==> config.mk <==
export PLATFORM = sky130hd
export DESIGN_NAME = dma_inst_frontend
export DESIGN_NICKNAME = d
export VERILOG_FILES = /design/src/dma_fe_pkg.sv /design/src/dma_inst_frontend.sv /design/src/dma_rsp_spill.sv /design/src/dma_nd_midend.sv /design/src/dma_req_fifo.sv /design/src/dma_inst_decode.sv
export SDC_FILE = /design/constraint.sdc
export NUM_CORES = 2
export LEC_CHECK = 0
export ABC_AREA = 1
export ABC_CLOCK_PERIOD_IN_PS = 24100
export BUFFER_PORTS_ARGS = -buffer_cell sky130_fd_sc_hd__clkbuf_2
export CAP_MARGIN = 5
export CORE_MARGIN = 4
export CORE_UTILIZATION = 50
export DETAILED_ROUTE_END_ITERATION = 12
export GPL_TIMING_DRIVEN = 1
export PLACE_DENSITY_LB_ADDON = 0.3
export SLEW_MARGIN = 20
export SYNTH_ARGS = -nofsm -noshare
export SYNTH_HDL_FRONTEND = slang
export SYNTH_SLANG_ARGS = --single-unit
==> constraint.sdc <==
create_clock -name clk_i -period 24.1 [get_ports clk_i]
set_input_delay 3.615 -clock clk_i [delete_from_list [all_inputs] [get_ports clk_i]]
set_output_delay 3.615 -clock clk_i [all_outputs]
set_load 0.01 [all_outputs]
==> src/dma_fe_pkg.sv <==
/*
  shared widths, types and opcodes of the DMA instruction frontend
  single channel, 32-bit addresses, register forms of copy and status only
  op codes 6 and 7 are not assigned and get an error response
*/
package dma_fe_pkg;

    // --------------------
    // widths
    // --------------------
    localparam int unsigned ADDR_W         = 32;
    localparam int unsigned LEN_W          = 32;
    localparam int unsigned REP_W          = 32;
    localparam int unsigned TF_ID_W        = 32;
    localparam int unsigned ACC_ID_W       = 5;
    localparam int unsigned ACC_DATA_W     = 32;
    localparam int unsigned REQ_FIFO_DEPTH = 3;
    localparam int unsigned REQ_FIFO_PTR_W = $clog2(REQ_FIFO_DEPTH);
    localparam int unsigned REQ_FIFO_CNT_W = $clog2(REQ_FIFO_DEPTH + 1);

    typedef logic [ADDR_W-1:0]     addr_t;
    typedef logic [LEN_W-1:0]      len_t;
    typedef logic [REP_W-1:0]      rep_t;
    typedef logic [TF_ID_W-1:0]    tf_id_t;
    typedef logic [ACC_ID_W-1:0]   acc_id_t;
    typedef logic [ACC_DATA_W-1:0] acc_data_t;

    // instruction opcodes
    typedef enum logic [2:0] {
        DMSRC  = 3'd0,
        DMDST  = 3'd1,
        DMCPY  = 3'd2,
        DMSTAT = 3'd3,
        DMSTR  = 3'd4,
        DMREP  = 3'd5
    } dma_op_e;

    // --------------------
    // channel payloads
    // --------------------
    typedef struct packed {
        acc_id_t   tag;
        dma_op_e   op;
        acc_data_t arga;
        acc_data_t argb;
    } acc_req_t;

    typedef struct packed {
        acc_id_t   tag;
        logic      error;
        acc_data_t data;
    } acc_rsp_t;

    typedef struct packed {
        addr_t src;
        addr_t dst;
        len_t  len;
    } burst_req_t;

    typedef struct packed {
        burst_req_t burst;
        rep_t       src_stride;
        rep_t       dst_stride;
        rep_t       reps;
    } nd_job_t;

endpackage
==> src/dma_inst_frontend.sv <==
/*
  DMA instruction frontend top level
  single channel, bursts leave to an external copy backend
  a transfer completes when its last burst is handed off
*/
`timescale 1ns/1ps

module dma_inst_frontend
    import dma_fe_pkg::*;
(
    input  logic       clk_i,
    input  logic       rst_i,
    input  acc_req_t   acc_req_i,
    input  logic       acc_req_valid_i,
    output logic       acc_req_ready_o,
    output acc_rsp_t   acc_rsp_o,
    output logic       acc_rsp_valid_o,
    input  logic       acc_rsp_ready_i,
    output burst_req_t burst_o,
    output logic       burst_valid_o,
    input  logic       burst_ready_i,
    output logic       busy_o
);

    nd_job_t  dec_job;
    logic     dec_job_valid;
    logic     dec_job_ready;
    nd_job_t  fifo_job;
    logic     fifo_job_valid;
    logic     fifo_job_ready;
    logic     fifo_full;
    logic     fifo_not_empty;
    logic     mid_busy;
    logic     job_done;
    acc_rsp_t dec_rsp;
    logic     dec_rsp_valid;
    logic     dec_rsp_ready;

    dma_inst_decode dma_inst_decode_inst (
        .clk_i           (clk_i),
        .rst_i           (rst_i),
        .acc_req_i       (acc_req_i),
        .acc_req_valid_i (acc_req_valid_i),
        .acc_req_ready_o (acc_req_ready_o),
        .job_o           (dec_job),
        .job_valid_o     (dec_job_valid),
        .job_ready_i     (dec_job_ready),
        .fifo_full_i     (fifo_full),
        .busy_i          ({fifo_not_empty, mid_busy}),
        .busy_o          (busy_o),
        .job_done_i      (job_done),
        .rsp_o           (dec_rsp),
        .rsp_valid_o     (dec_rsp_valid),
        .rsp_ready_i     (dec_rsp_ready)
    );

    dma_req_fifo dma_req_fifo_inst (
        .clk_i       (clk_i),
        .rst_i       (rst_i),
        .job_i       (dec_job),
        .job_valid_i (dec_job_valid),
        .job_ready_o (dec_job_ready),
        .job_o       (fifo_job),
        .job_valid_o (fifo_job_valid),
        .job_ready_i (fifo_job_ready),
        .full_o      (fifo_full),
        .not_empty_o (fifo_not_empty)
    );

    dma_nd_midend dma_nd_midend_inst (
        .clk_i         (clk_i),
        .rst_i         (rst_i),
        .job_i         (fifo_job),
        .job_valid_i   (fifo_job_valid),
        .job_ready_o   (fifo_job_ready),
        .burst_o       (burst_o),
        .burst_valid_o (burst_valid_o),
        .burst_ready_i (burst_ready_i),
        .job_done_o    (job_done),
        .busy_o        (mid_busy)
    );

    dma_rsp_spill dma_rsp_spill_inst (
        .clk_i       (clk_i),
        .rst_i       (rst_i),
        .rsp_i       (dec_rsp),
        .rsp_valid_i (dec_rsp_valid),
        .rsp_ready_o (dec_rsp_ready),
        .rsp_o       (acc_rsp_o),
        .rsp_valid_o (acc_rsp_valid_o),
        .rsp_ready_i (acc_rsp_ready_i)
    );

endmodule

==> src/dma_rsp_spill.sv <==
/*
  two-entry response buffer with a registered output
  ready depends only on the occupancy, so the external ready
  has no combinational path back to the request side
*/
`timescale 1ns/1ps

module dma_rsp_spill
    import dma_fe_pkg::*;
(
    input  logic     clk_i,
    input  logic     rst_i,
    input  acc_rsp_t rsp_i,
    input  logic     rsp_valid_i,
    output logic     rsp_ready_o,
    output acc_rsp_t rsp_o,
    output logic     rsp_valid_o,
    input  logic     rsp_ready_i
);

    // slot 0 is the head, slot 1 only holds when slot 0 does
    acc_rsp_t slot0_q;
    acc_rsp_t slot1_q;
    logic     full0_q;
    logic     full1_q;
    logic     push;
    logic     pop;

    assign rsp_o       = slot0_q;
    assign rsp_valid_o = full0_q;
    assign rsp_ready_o = !full1_q;

    assign push = rsp_valid_i && rsp_ready_o;
    assign pop  = rsp_valid_o && rsp_ready_i;

    always_ff @(posedge clk_i) begin
        if (rst_i) begin
            full0_q <= 1'b0;
            full1_q <= 1'b0;
        end else if (pop) begin
            if (full1_q) begin
                slot0_q <= slot1_q;
                full1_q <= 1'b0;
            end else if (push) begin
                slot0_q <= rsp_i;
            end else begin
                full0_q <= 1'b0;
            end
        end else if (push) begin
            if (!full0_q) begin
                slot0_q <= rsp_i;
                full0_q <= 1'b1;
            end else begin
                slot1_q <= rsp_i;
                full1_q <= 1'b1;
            end
        end
    end

endmodule

==> src/dma_nd_midend.sv <==
/*
  expands a 2D job into reps strided 1D bursts
  reps must be at least 1, the decoder guarantees this
  a new job is taken only once the previous one has fully left
*/
`timescale 1ns/1ps

module dma_nd_midend
    import dma_fe_pkg::*;
(
    input  logic       clk_i,
    input  logic       rst_i,
    input  nd_job_t    job_i,
    input  logic       job_valid_i,
    output logic       job_ready_o,
    output burst_req_t burst_o,
    output logic       burst_valid_o,
    input  logic       burst_ready_i,
    output logic       job_done_o,
    output logic       busy_o
);

    typedef enum logic {
        ST_IDLE,
        ST_RUN
    } state_e;

    state_e state_q;
    rep_t   rem_q;
    addr_t  src_q;
    addr_t  dst_q;
    len_t   len_q;
    rep_t   src_stride_q;
    rep_t   dst_stride_q;
    logic   take;
    logic   step;
    logic   last;

    assign job_ready_o   = (state_q == ST_IDLE);
    assign burst_valid_o = (state_q == ST_RUN);
    assign busy_o        = (state_q == ST_RUN);

    assign burst_o.src = src_q;
    assign burst_o.dst = dst_q;
    assign burst_o.len = len_q;

    assign take       = job_valid_i && job_ready_o;
    assign step       = burst_valid_o && burst_ready_i;
    assign last       = (rem_q == rep_t'(1));
    assign job_done_o = step && last;

    // --------------------
    // control
    // --------------------
    always_ff @(posedge clk_i) begin
        if (rst_i) begin
            state_q <= ST_IDLE;
            rem_q   <= '0;
        end else if (take) begin
            state_q <= ST_RUN;
            rem_q   <= job_i.reps;
        end else if (step) begin
            rem_q <= rem_q - rep_t'(1);
            if (last) state_q <= ST_IDLE;
        end
    end

    // running addresses, wrap modulo 2^32
    always_ff @(posedge clk_i) begin
        if (take) begin
            src_q        <= job_i.burst.src;
            dst_q        <= job_i.burst.dst;
            len_q        <= job_i.burst.len;
            src_stride_q <= job_i.src_stride;
            dst_stride_q <= job_i.dst_stride;
        end else if (step) begin
            src_q <= src_q + addr_t'(src_stride_q);
            dst_q <= dst_q + addr_t'(dst_stride_q);
        end
    end

endmodule

==> src/dma_req_fifo.sv <==
/*
  circular FIFO of transfer jobs, REQ_FIFO_DEPTH entries
  a push shows at the output on the next edge, no bypass
*/
`timescale 1ns/1ps

module dma_req_fifo
    import dma_fe_pkg::*;
(
    input  logic    clk_i,
    input  logic    rst_i,
    input  nd_job_t job_i,
    input  logic    job_valid_i,
    output logic    job_ready_o,
    output nd_job_t job_o,
    output logic    job_valid_o,
    input  logic    job_ready_i,
    output logic    full_o,
    output logic    not_empty_o
);

    nd_job_t                   mem [REQ_FIFO_DEPTH];
    logic [REQ_FIFO_PTR_W-1:0] wr_ptr_q;
    logic [REQ_FIFO_PTR_W-1:0] rd_ptr_q;
    logic [REQ_FIFO_CNT_W-1:0] count_q;
    logic                      push;
    logic                      pop;

    assign full_o      = (count_q == REQ_FIFO_CNT_W'(REQ_FIFO_DEPTH));
    assign not_empty_o = (count_q != '0);
    assign job_ready_o = !full_o;
    assign job_valid_o = not_empty_o;
    assign job_o       = mem[rd_ptr_q];

    assign push = job_valid_i && job_ready_o;
    assign pop  = job_valid_o && job_ready_i;

    // storage has no reset
    always_ff @(posedge clk_i) begin
        if (push) mem[wr_ptr_q] <= job_i;
    end

    always_ff @(posedge clk_i) begin
        if (rst_i) begin
            wr_ptr_q <= '0;
            rd_ptr_q <= '0;
            count_q  <= '0;
        end else begin
            if (push) begin
                wr_ptr_q <= (wr_ptr_q == REQ_FIFO_PTR_W'(REQ_FIFO_DEPTH - 1)) ?
                            '0 : wr_ptr_q + REQ_FIFO_PTR_W'(1);
            end
            if (pop) begin
                rd_ptr_q <= (rd_ptr_q == REQ_FIFO_PTR_W'(REQ_FIFO_DEPTH - 1)) ?
                            '0 : rd_ptr_q + REQ_FIFO_PTR_W'(1);
            end
            if (push && !pop) count_q <= count_q + REQ_FIFO_CNT_W'(1);
            else if (pop && !push) count_q <= count_q - REQ_FIFO_CNT_W'(1);
        end
    end

endmodule

==> src/dma_inst_decode.sv <==
/*
  instruction decoder with the configuration registers and transfer-id counters
  requests are answered combinationally in the cycle they are presented
  the downstream job and response channels must accept in that same cycle
  busy_i bit 1 is the request FIFO not-empty flag, bit 0 the midend busy flag
*/
`timescale 1ns/1ps

module dma_inst_decode
    import dma_fe_pkg::*;
(
    input  logic       clk_i,
    input  logic       rst_i,
    input  acc_req_t   acc_req_i,
    input  logic       acc_req_valid_i,
    output logic       acc_req_ready_o,
    output nd_job_t    job_o,
    output logic       job_valid_o,
    input  logic       job_ready_i,
    input  logic       fifo_full_i,
    input  logic [1:0] busy_i,
    output logic       busy_o,
    input  logic       job_done_i,
    output acc_rsp_t   rsp_o,
    output logic       rsp_valid_o,
    input  logic       rsp_ready_i
);

    // configuration registers
    addr_t  src_q;
    addr_t  dst_q;
    rep_t   src_stride_q;
    rep_t   dst_stride_q;
    rep_t   reps_q;
    tf_id_t next_id_q;
    tf_id_t completed_id_q;

    logic   twod;
    logic   issue;
    logic   wr_src;
    logic   wr_dst;
    logic   wr_str;
    logic   wr_rep;

    assign busy_o = |busy_i;

    // 2D only when asked for and reps is set, otherwise a single burst
    assign twod = acc_req_i.argb[1];

    always_comb begin
        job_o.burst.src  = src_q;
        job_o.burst.dst  = dst_q;
        job_o.burst.len  = len_t'(acc_req_i.arga);
        job_o.src_stride = src_stride_q;
        job_o.dst_stride = dst_stride_q;
        job_o.reps       = (twod && (reps_q != '0)) ? reps_q : rep_t'(1);
    end

    // --------------------
    // decode
    // --------------------
    always_comb begin
        acc_req_ready_o = 1'b0;
        job_valid_o     = 1'b0;
        rsp_valid_o     = 1'b0;
        rsp_o.tag       = acc_req_i.tag;
        rsp_o.error     = 1'b0;
        rsp_o.data      = '0;
        issue           = 1'b0;
        wr_src          = 1'b0;
        wr_dst          = 1'b0;
        wr_str          = 1'b0;
        wr_rep          = 1'b0;

        if (acc_req_valid_i) begin
            case (acc_req_i.op)
                DMSRC: begin
                    wr_src          = 1'b1;
                    acc_req_ready_o = 1'b1;
                end
                DMDST: begin
                    wr_dst          = 1'b1;
                    acc_req_ready_o = 1'b1;
                end
                DMSTR: begin
                    wr_str          = 1'b1;
                    acc_req_ready_o = 1'b1;
                end
                DMREP: begin
                    wr_rep          = 1'b1;
                    acc_req_ready_o = 1'b1;
                end
                DMCPY: begin
                    // needs room for both the job and its id response
                    if (rsp_ready_i && job_ready_i) begin
                        job_valid_o     = 1'b1;
                        rsp_valid_o     = 1'b1;
                        rsp_o.data      = acc_data_t'(next_id_q);
                        issue           = 1'b1;
                        acc_req_ready_o = 1'b1;
                    end
                end
                DMSTAT: begin
                    case (acc_req_i.argb[1:0])
                        2'd0:    rsp_o.data = acc_data_t'(completed_id_q);
                        2'd1:    rsp_o.data = acc_data_t'(next_id_q);
                        2'd2:    rsp_o.data = acc_data_t'(busy_o);
                        default: rsp_o.data = acc_data_t'(fifo_full_i);
                    endcase
                    rsp_valid_o     = rsp_ready_i;
                    acc_req_ready_o = rsp_ready_i;
                end
                default: begin
                    // unassigned opcode
                    rsp_o.error     = 1'b1;
                    rsp_valid_o     = rsp_ready_i;
                    acc_req_ready_o = rsp_ready_i;
                end
            endcase
        end
    end

    // --------------------
    // registers and counters
    // --------------------
    always_ff @(posedge clk_i) begin
        if (rst_i) begin
            src_q          <= '0;
            dst_q          <= '0;
            src_stride_q   <= '0;
            dst_stride_q   <= '0;
            reps_q         <= '0;
            next_id_q      <= tf_id_t'(1);
            completed_id_q <= '0;
        end else begin
            if (wr_src) src_q <= addr_t'(acc_req_i.arga);
            if (wr_dst) dst_q <= addr_t'(acc_req_i.arga);
            if (wr_str) begin
                src_stride_q <= rep_t'(acc_req_i.arga);
                dst_stride_q <= rep_t'(acc_req_i.argb);
            end
            if (wr_rep) reps_q <= rep_t'(acc_req_i.arga);
            if (issue) next_id_q <= next_id_q + tf_id_t'(1);
            if (job_done_i) completed_id_q <= completed_id_q + tf_id_t'(1);
        end
    end

endmodule

=== Word level (Yosys, flattened, before mapping) ===
Memory sizes are Yosys's and may differ from the RTL's. A register that Yosys moved wholly into a read port is not among the register bits.
Index checks and enable logic that the tools add are counted.

* Output and inout port bits: 138
* Flip-flop bits (word level): 501
* Memories kept: 1
* Bits in writable memories: 576
* Input port bits: 77

{| class="wikitable"
|+ Memories
! memory !! depth !! width !! rd ports !! clocked after memory_dff !! wr ports !! RTL line !! source
|-
| dma_req_fifo_inst.mem || 3 || 192 || 1 || 1 || 1 || dma_req_fifo.sv:22 || <nowiki>nd_job_t mem [REQ_FIFO_DEPTH];</nowiki>
|}

* Add/subtract/negate cells: 9
* Bitwise gates (word level): 3
* Mux-type cells: 47
* Equal/unequal tests: 14
* Reduce and logical (&&, ||, !) cells: 32

{| class="wikitable"
|+ Operator list
! cell !! number
|-
| $mux 32 || 8
|-
| $mux 38 || 5
|-
| $pmux 32 s3 || 1
|-
| $add 32x1->32 const B || 2
|-
| $add 32x32->32 || 2
|-
| $pmux 32 s2 || 1
|-
| $mux 33 || 1
|-
| $eq 32x1->1 const B || 1
|-
| $reduce_bool 32->1 || 1
|-
| $sub 32x1->32 const B || 1
|-
| $mux 1 || 23
|-
| $mux 2 || 6
|-
| $reduce_bool 2->1 || 6
|-
| $logic_and 1x1->1 || 10
|-
| $eq 2x2->1 const B || 4
|-
| $reduce_and 4->1 || 2
|-
| $add 2x1->2 const B || 3
|-
| $eq 3x2->1 const B || 2
|-
| $eq 3x3->1 const B || 2
|-
| $ne 2x2->1 const B || 3
|-
| $reduce_or 6->1 || 1
|-
| $logic_not 1->1 || 4
|-
| $pmux 1 s2 || 2
|-
| $reduce_and 2->1 || 2
|-
| 9 further kinds || 12
|}

=== Depth between registers and ports, before layout ===
* Word-level depth: 11
* Mapped depth: 13

=== Hierarchy ===
From an unflattened synthesis, not the netlist that was laid out.

* Cell total of the unflattened synthesis: 4988
* Area, all modules: 47520.6 µm²

{| class="wikitable"
|+ Modules (own cells, without submodules)
! module !! times used !! seq. area each (µm²) !! cells an instance !! area each (µm²)
|-
| dma_req_fifo || 1 || 17456.7 || 1483 || 21458.1
|-
| dma_nd_midend || 1 || 5465.2 || 1769 || 12678.4
|-
| dma_inst_decode || 1 || 4484.3 || 1516 || 10442.5
|-
| dma_rsp_spill || 1 || 2322.2 || 220 || 2941.6
|}

=== Worst setup path after synthesis ===
No wires, ideal clock.

* Kind: input to register
* Start: input port acc_req_i[64] in the netlist's numbering
* End: memory dma_req_fifo_inst.mem[2][0] in the netlist's numbering (enable)
* Data arrival time: 17.166 ns
* Path buffers: 1
* Stages: 8
* Required time: 23.119 ns
* Path slack: 5.953 ns
* Path through: inv_1 -> nand3_1 -> inv_2 -> nand2_2 -> inv_2 -> nand2_2 -> buf_2 -> nor3_1

* Longest elaborated chain between the ends: 6

{| class="wikitable"
|+ RTL lines
! what !! RTL line !! source
|-
| start: declaration || dma_inst_frontend.sv:13 || <nowiki>input acc_req_t acc_req_i,</nowiki>
|-
| $eq 3x2->1 || dma_inst_decode.sv:76 || <nowiki>case (acc_req_i.op)</nowiki>
|-
| $mux 1 || dma_inst_decode.sv:76 ||
|-
| $mux 1 || dma_inst_decode.sv:75 || <nowiki>if (acc_req_valid_i) begin</nowiki>
|-
| $logic_and 1x1->1 || dma_req_fifo.sv:35 || <nowiki>assign push = job_valid_i && job_ready_o;</nowiki>
|-
| $mux 1 || dma_req_fifo.sv:40 || <nowiki>if (push) mem[wr_ptr_q] <= job_i;</nowiki>
|-
| $mux 1 (not written as such) || dma_req_fifo.sv:40 ||
|-
| end: declaration || dma_req_fifo.sv:22 ||
|}

Every way passes these cells.

=== Worst setup path after layout ===
* Start: input port acc_req_i[64] in the netlist's numbering
* End: output port acc_req_ready_o

* Longest elaborated chain between the ends: 4
* Elaborated cells between the ends (all ways): 8
* Classes of those cells: 4 x eq/ne; 2 x mux; 2 x reduce/logical

{| class="wikitable"
|+ RTL lines
! what !! RTL line !! source
|-
| $eq 3x1->1 (tied with other cells) || dma_inst_decode.sv:76 ||
|-
| $reduce_or 4->1 (no source line) || n/a ||
|-
| $pmux 1 s2 * || dma_inst_decode.sv:76 ||
|-
| $mux 1 * || dma_inst_decode.sv:75 ||
|-
| end: declaration || dma_inst_frontend.sv:15 || <nowiki>output logic acc_req_ready_o,</nowiki>
|}

Every way passes the cells marked *; elsewhere a longest branch is shown, timed or not.

==> results by stage <==
Status:
- The flow ran to the end, and the final reports show no timing, DRC or antenna violations.

Clock tree:
- In this run the post-CTS setup repair buffer count came out at 0.
- Once the clock tree was built, the resizer swapped 0 gates to a different size.
- In this run the clock root is driven by a sky130_fd_sc_hd__clkbuf_16.
- After clock tree synthesis, the clock-pin slew on the worst setup and hold paths is 0.06 ns.
- After clock tree synthesis, the flow added hold-fix buffers numbering 0.
- The CTS tree is done.
- The level count of the clock H-tree is 3.
- The number of clock sinks is 1,079.
- The number of buffers inserted during clock tree synthesis is 108.
- The clock latency at the later pin of the worst-skew pair is 0.68 ns.
- In this run the deepest clock path goes through 3 buffers.

Synth:
- The register area share after synthesis is 0.6280.
- The synthesized instance count is 4,921.
- The flip-flop cell with the highest count after synthesis is sky130_fd_sc_hd__edfxtp_1.
- The number of synthesized flops with an enable pin is 812.
- The number of nets handed over by synthesis was 5,067.
- The number of unique standard cell types used by synthesis is 49.
- The count of warnings emitted by yosys is 0.
- In this run the mean area of a mapped cell was 9.620 µm².
- For this run, asynchronously set or reset flops after synthesis account for 0.
- The number of synthesized register bits is 1,079.
- The netlist area before placement is 47,340 µm².

Timing:
- At the pin with the least slew margin, the transition time is 1.129 ns.
- The number of max-slew violations in the final report is 0.
- The maximum operating frequency is 125.8 MHz.
- Dividing the final minimum period by the clock period gives 0.3299.
- The count of final hold-check violations is 0.
- The final hold slack is 0.4603 ns.
- The post-route clock skew is 0.02159 ns.
- The number of setup violations in the final report is 0.
- Setup repair after global routing left no endpoint under its margin.
- Subtracting the final worst setup slack from the clock period gives 7.951 ns.
- In this run the tightest slew margin relative to its limit is 0.2471.
- The total negative setup slack is 0 ns.

Routing:
- The first-pass iteration count of the detailed router is 6.
- The number of nets still failing antenna checks after routing is 0.
- The post-detailed-route wirelength per cell is 19.82 µm.
- For this run, design rule violations remaining after detail routing come to 0.
- After detailed routing, the number of vias per cell comes to 5.454.
- The vias after detailed routing is 34,990.
- In this run, the number of DRC markers left after iteration 0 of detailed routing was 3,301.
- The final layout contains routed wiring with a total length of 127.2 mm.

Power:
- The share of total power dissipated in sequential elements is 0.385.
- The portion of total power attributed to the clock network is 0.268.
- In this run the power spent charging and discharging nets is 0.002390 W.
- Dividing total power by cell area gives a power density of 119.8 nW/µm².
- The proportion of power drawn by combinational gates is 0.347.
- Cell internal power was estimated by the tool at 0.003972 W.
- The switching share of power is 0.3757.
- The analysis attributes to cell leakage a power of 20.80 nW.
- Across the VDD grid, the largest voltage drop is 0.09547 mV.

Cells and area:
- The register with the most flip-flops in the layout has 576 of them.
- The library cell used most frequently in the layout, excluding fill and tap cells, is sky130_fd_sc_hd__nand2_1.
- The area added between synthesis and finish is 12.14%.
- The register ranked first by flip-flop count is dma_req_fifo_inst.mem.
- Of the cells placed in the final design, the portion with a size suffix greater than 1 is 0.1080.
- The net count of the finished layout is 5,210.
- The library cells used most frequently in the layout, excluding fill and tap cells, are 1,223 x sky130_fd_sc_hd__nand2_1, 812 x sky130_fd_sc_hd__edfxtp_1, 577 x sky130_fd_sc_hd__nor2_1.

Setup path:
- The type of element launching the critical path is a primary input.
- In this run the worst path has a maximum fanout of 3.
- The worst setup path is captured at an output port.
- STA puts the critical path data arrival time at 4.34 ns.
- The required time at the worst-slack endpoint is 20.48 ns.
- The worst setup path category is primary input to output port.

Global routing:
- The initial antenna violation count is 3.
- The maximum number of pins on one net before global-route repair is 169.
- The via count of the first global-routing pass came to 33,487.
- The first global-routing pass estimated 192.3 mm of wire.
- The total overflow left after global routing is 0.
- The total global-route track usage is 0.2503.

Floorplan:
- Pin placement for this block handled 215 I/O pins.
- For this configuration, the core starts out at a cell density of 0.5057.
- The die height is 315.7 µm.
- The die outline width is 315.7 µm.
- The floorplan row count is 112.
- The core region area is 93,610 µm².
- The overall die area is 99,670 µm².

Placement:
- The half-perimeter wire length of the detailed placement result is 79.86 mm.
- At the end of routability-driven placement, the weighted congestion stood at 0.9166.
- The count of buffers inserted at the top-level ports is 214.

Flow run:
- The max-cap violation count is 0.

Worst hold path:
- The min-delay analysis places its worst path in the category flop to flop.
==> area by class of cell <==
| class | instances | area [µm²] |
|---|---|---|
| Multi-Input combinational cell | 3225 | 15240 |
| Fill cell | 8139 | 40520 |
| Antenna cell | 2 | 5.005 |
| Clock buffer | 165 | 3183 |
| Timing Repair Buffer | 245 | 1358 |
| Tap cell | 1254 | 1569 |
| Inverter | 405 | 1553 |
| Clock inverter | 40 | 444.2 |
| Sequential cell | 1079 | 29740 |
==> worst paths after layout <==
check                            startpoint                             to  slack (ns)  depth (start not counted)
min reg2reg  dma_inst_decode_inst.dst_q[28]  dma_req_fifo_inst.mem[1][156]        0.46                          0
min          dma_inst_decode_inst.dst_q[28]  dma_req_fifo_inst.mem[1][156]        0.46                          0
max reg2reg    dma_req_fifo_inst.count_q[0]  dma_req_fifo_inst.mem[0][125]       20.02                          9
max                           acc_req_i[64]                acc_req_ready_o       16.15                          7
==> synthesized netlist by cell type (39+ instances only) <==
cell type / instances / area (µm²)
sky130_fd_sc_hd__dfxtp_1: 267 / 5345
sky130_fd_sc_hd__a21oi_1: 455 / 2277
sky130_fd_sc_hd__buf_2: 39 / 195.2
sky130_fd_sc_hd__nand2_1: 1224 / 4594
sky130_fd_sc_hd__clkbuf_1: 143 / 536.8
sky130_fd_sc_hd__edfxtp_1: 812 / 24380
sky130_fd_sc_hd__inv_1: 391 / 1468
sky130_fd_sc_hd__nor2_1: 581 / 2181
sky130_fd_sc_hd__ha_1: 67 / 838.3
sky130_fd_sc_hd__nor3_1: 97 / 485.5
sky130_fd_sc_hd__o211ai_1: 57 / 427.9
sky130_fd_sc_hd__nand3_1: 214 / 1071
sky130_fd_sc_hd__o21ai_0: 225 / 1126
==> per-layer routing <==
metal	part of all wire	wire (µm)	track usage
met5	0.000094	12	0
met4	0.037	4645	0.09418
met3	0.064	8164	0.03251
met2	0.48	61190	0.4215
met1	0.42	53150	0.3337
==> power groups by stage <==
stage                     clock, W  sequential [W]  combinational [W]
after CTS                  0.00173         0.00245            0.00220
after global routing       0.00180         0.00247            0.00248
after detailed placement         0         0.00249            0.00219
final                      0.00170         0.00245            0.00221
after global placement           0         0.00249            0.00216
after floorplan                  0         0.00245            0.00150
==> logic make-up (layout without fill, tap and decap cells) <==
family,Yosys count,in the layout,share of synthesized area
simple gates,2263,2263,0.1966
flops,1079,1079,0.6280
compound gates,851,851,0.09808
buf+inv,617,855,0.05109
fa+ha+maj,69,69,0.01855
xor+xnor,42,42,0.007770
other cells,0,2,0
==> worst max-delay path: stages <==
cell and delay, ns:
sky130_fd_sc_hd__clkbuf_2 0.10, sky130_fd_sc_hd__inv_1 0.06, sky130_fd_sc_hd__nand3_1 0.10, sky130_fd_sc_hd__nand2_1 0.09, sky130_fd_sc_hd__o21ai_0 0.09, sky130_fd_sc_hd__a21oi_1 0.13, sky130_fd_sc_hd__clkbuf_2 0.15
==> stage by stage <==
stage | std cells | power [W] | util | worst slack, ns | cell area [µm²]
floorplan | 4921 | 0.003951 | - | 5.953 | 47340
finish | 6415 | 0.006362 | 0.5671 | 16.15 | 53090
global route | 6414 | 0.006753 | 0.5671 | 16.02 | 53080
global placement | 6207 | 0.004647 | 0.5280 | 16.08 | 49430
CTS | 6412 | 0.006382 | 0.5668 | 16.14 | 53060
detailed placement | 6207 | 0.004680 | 0.5280 | 16.15 | 49430
No activity file was read; power rests on OpenSTA's default activity.
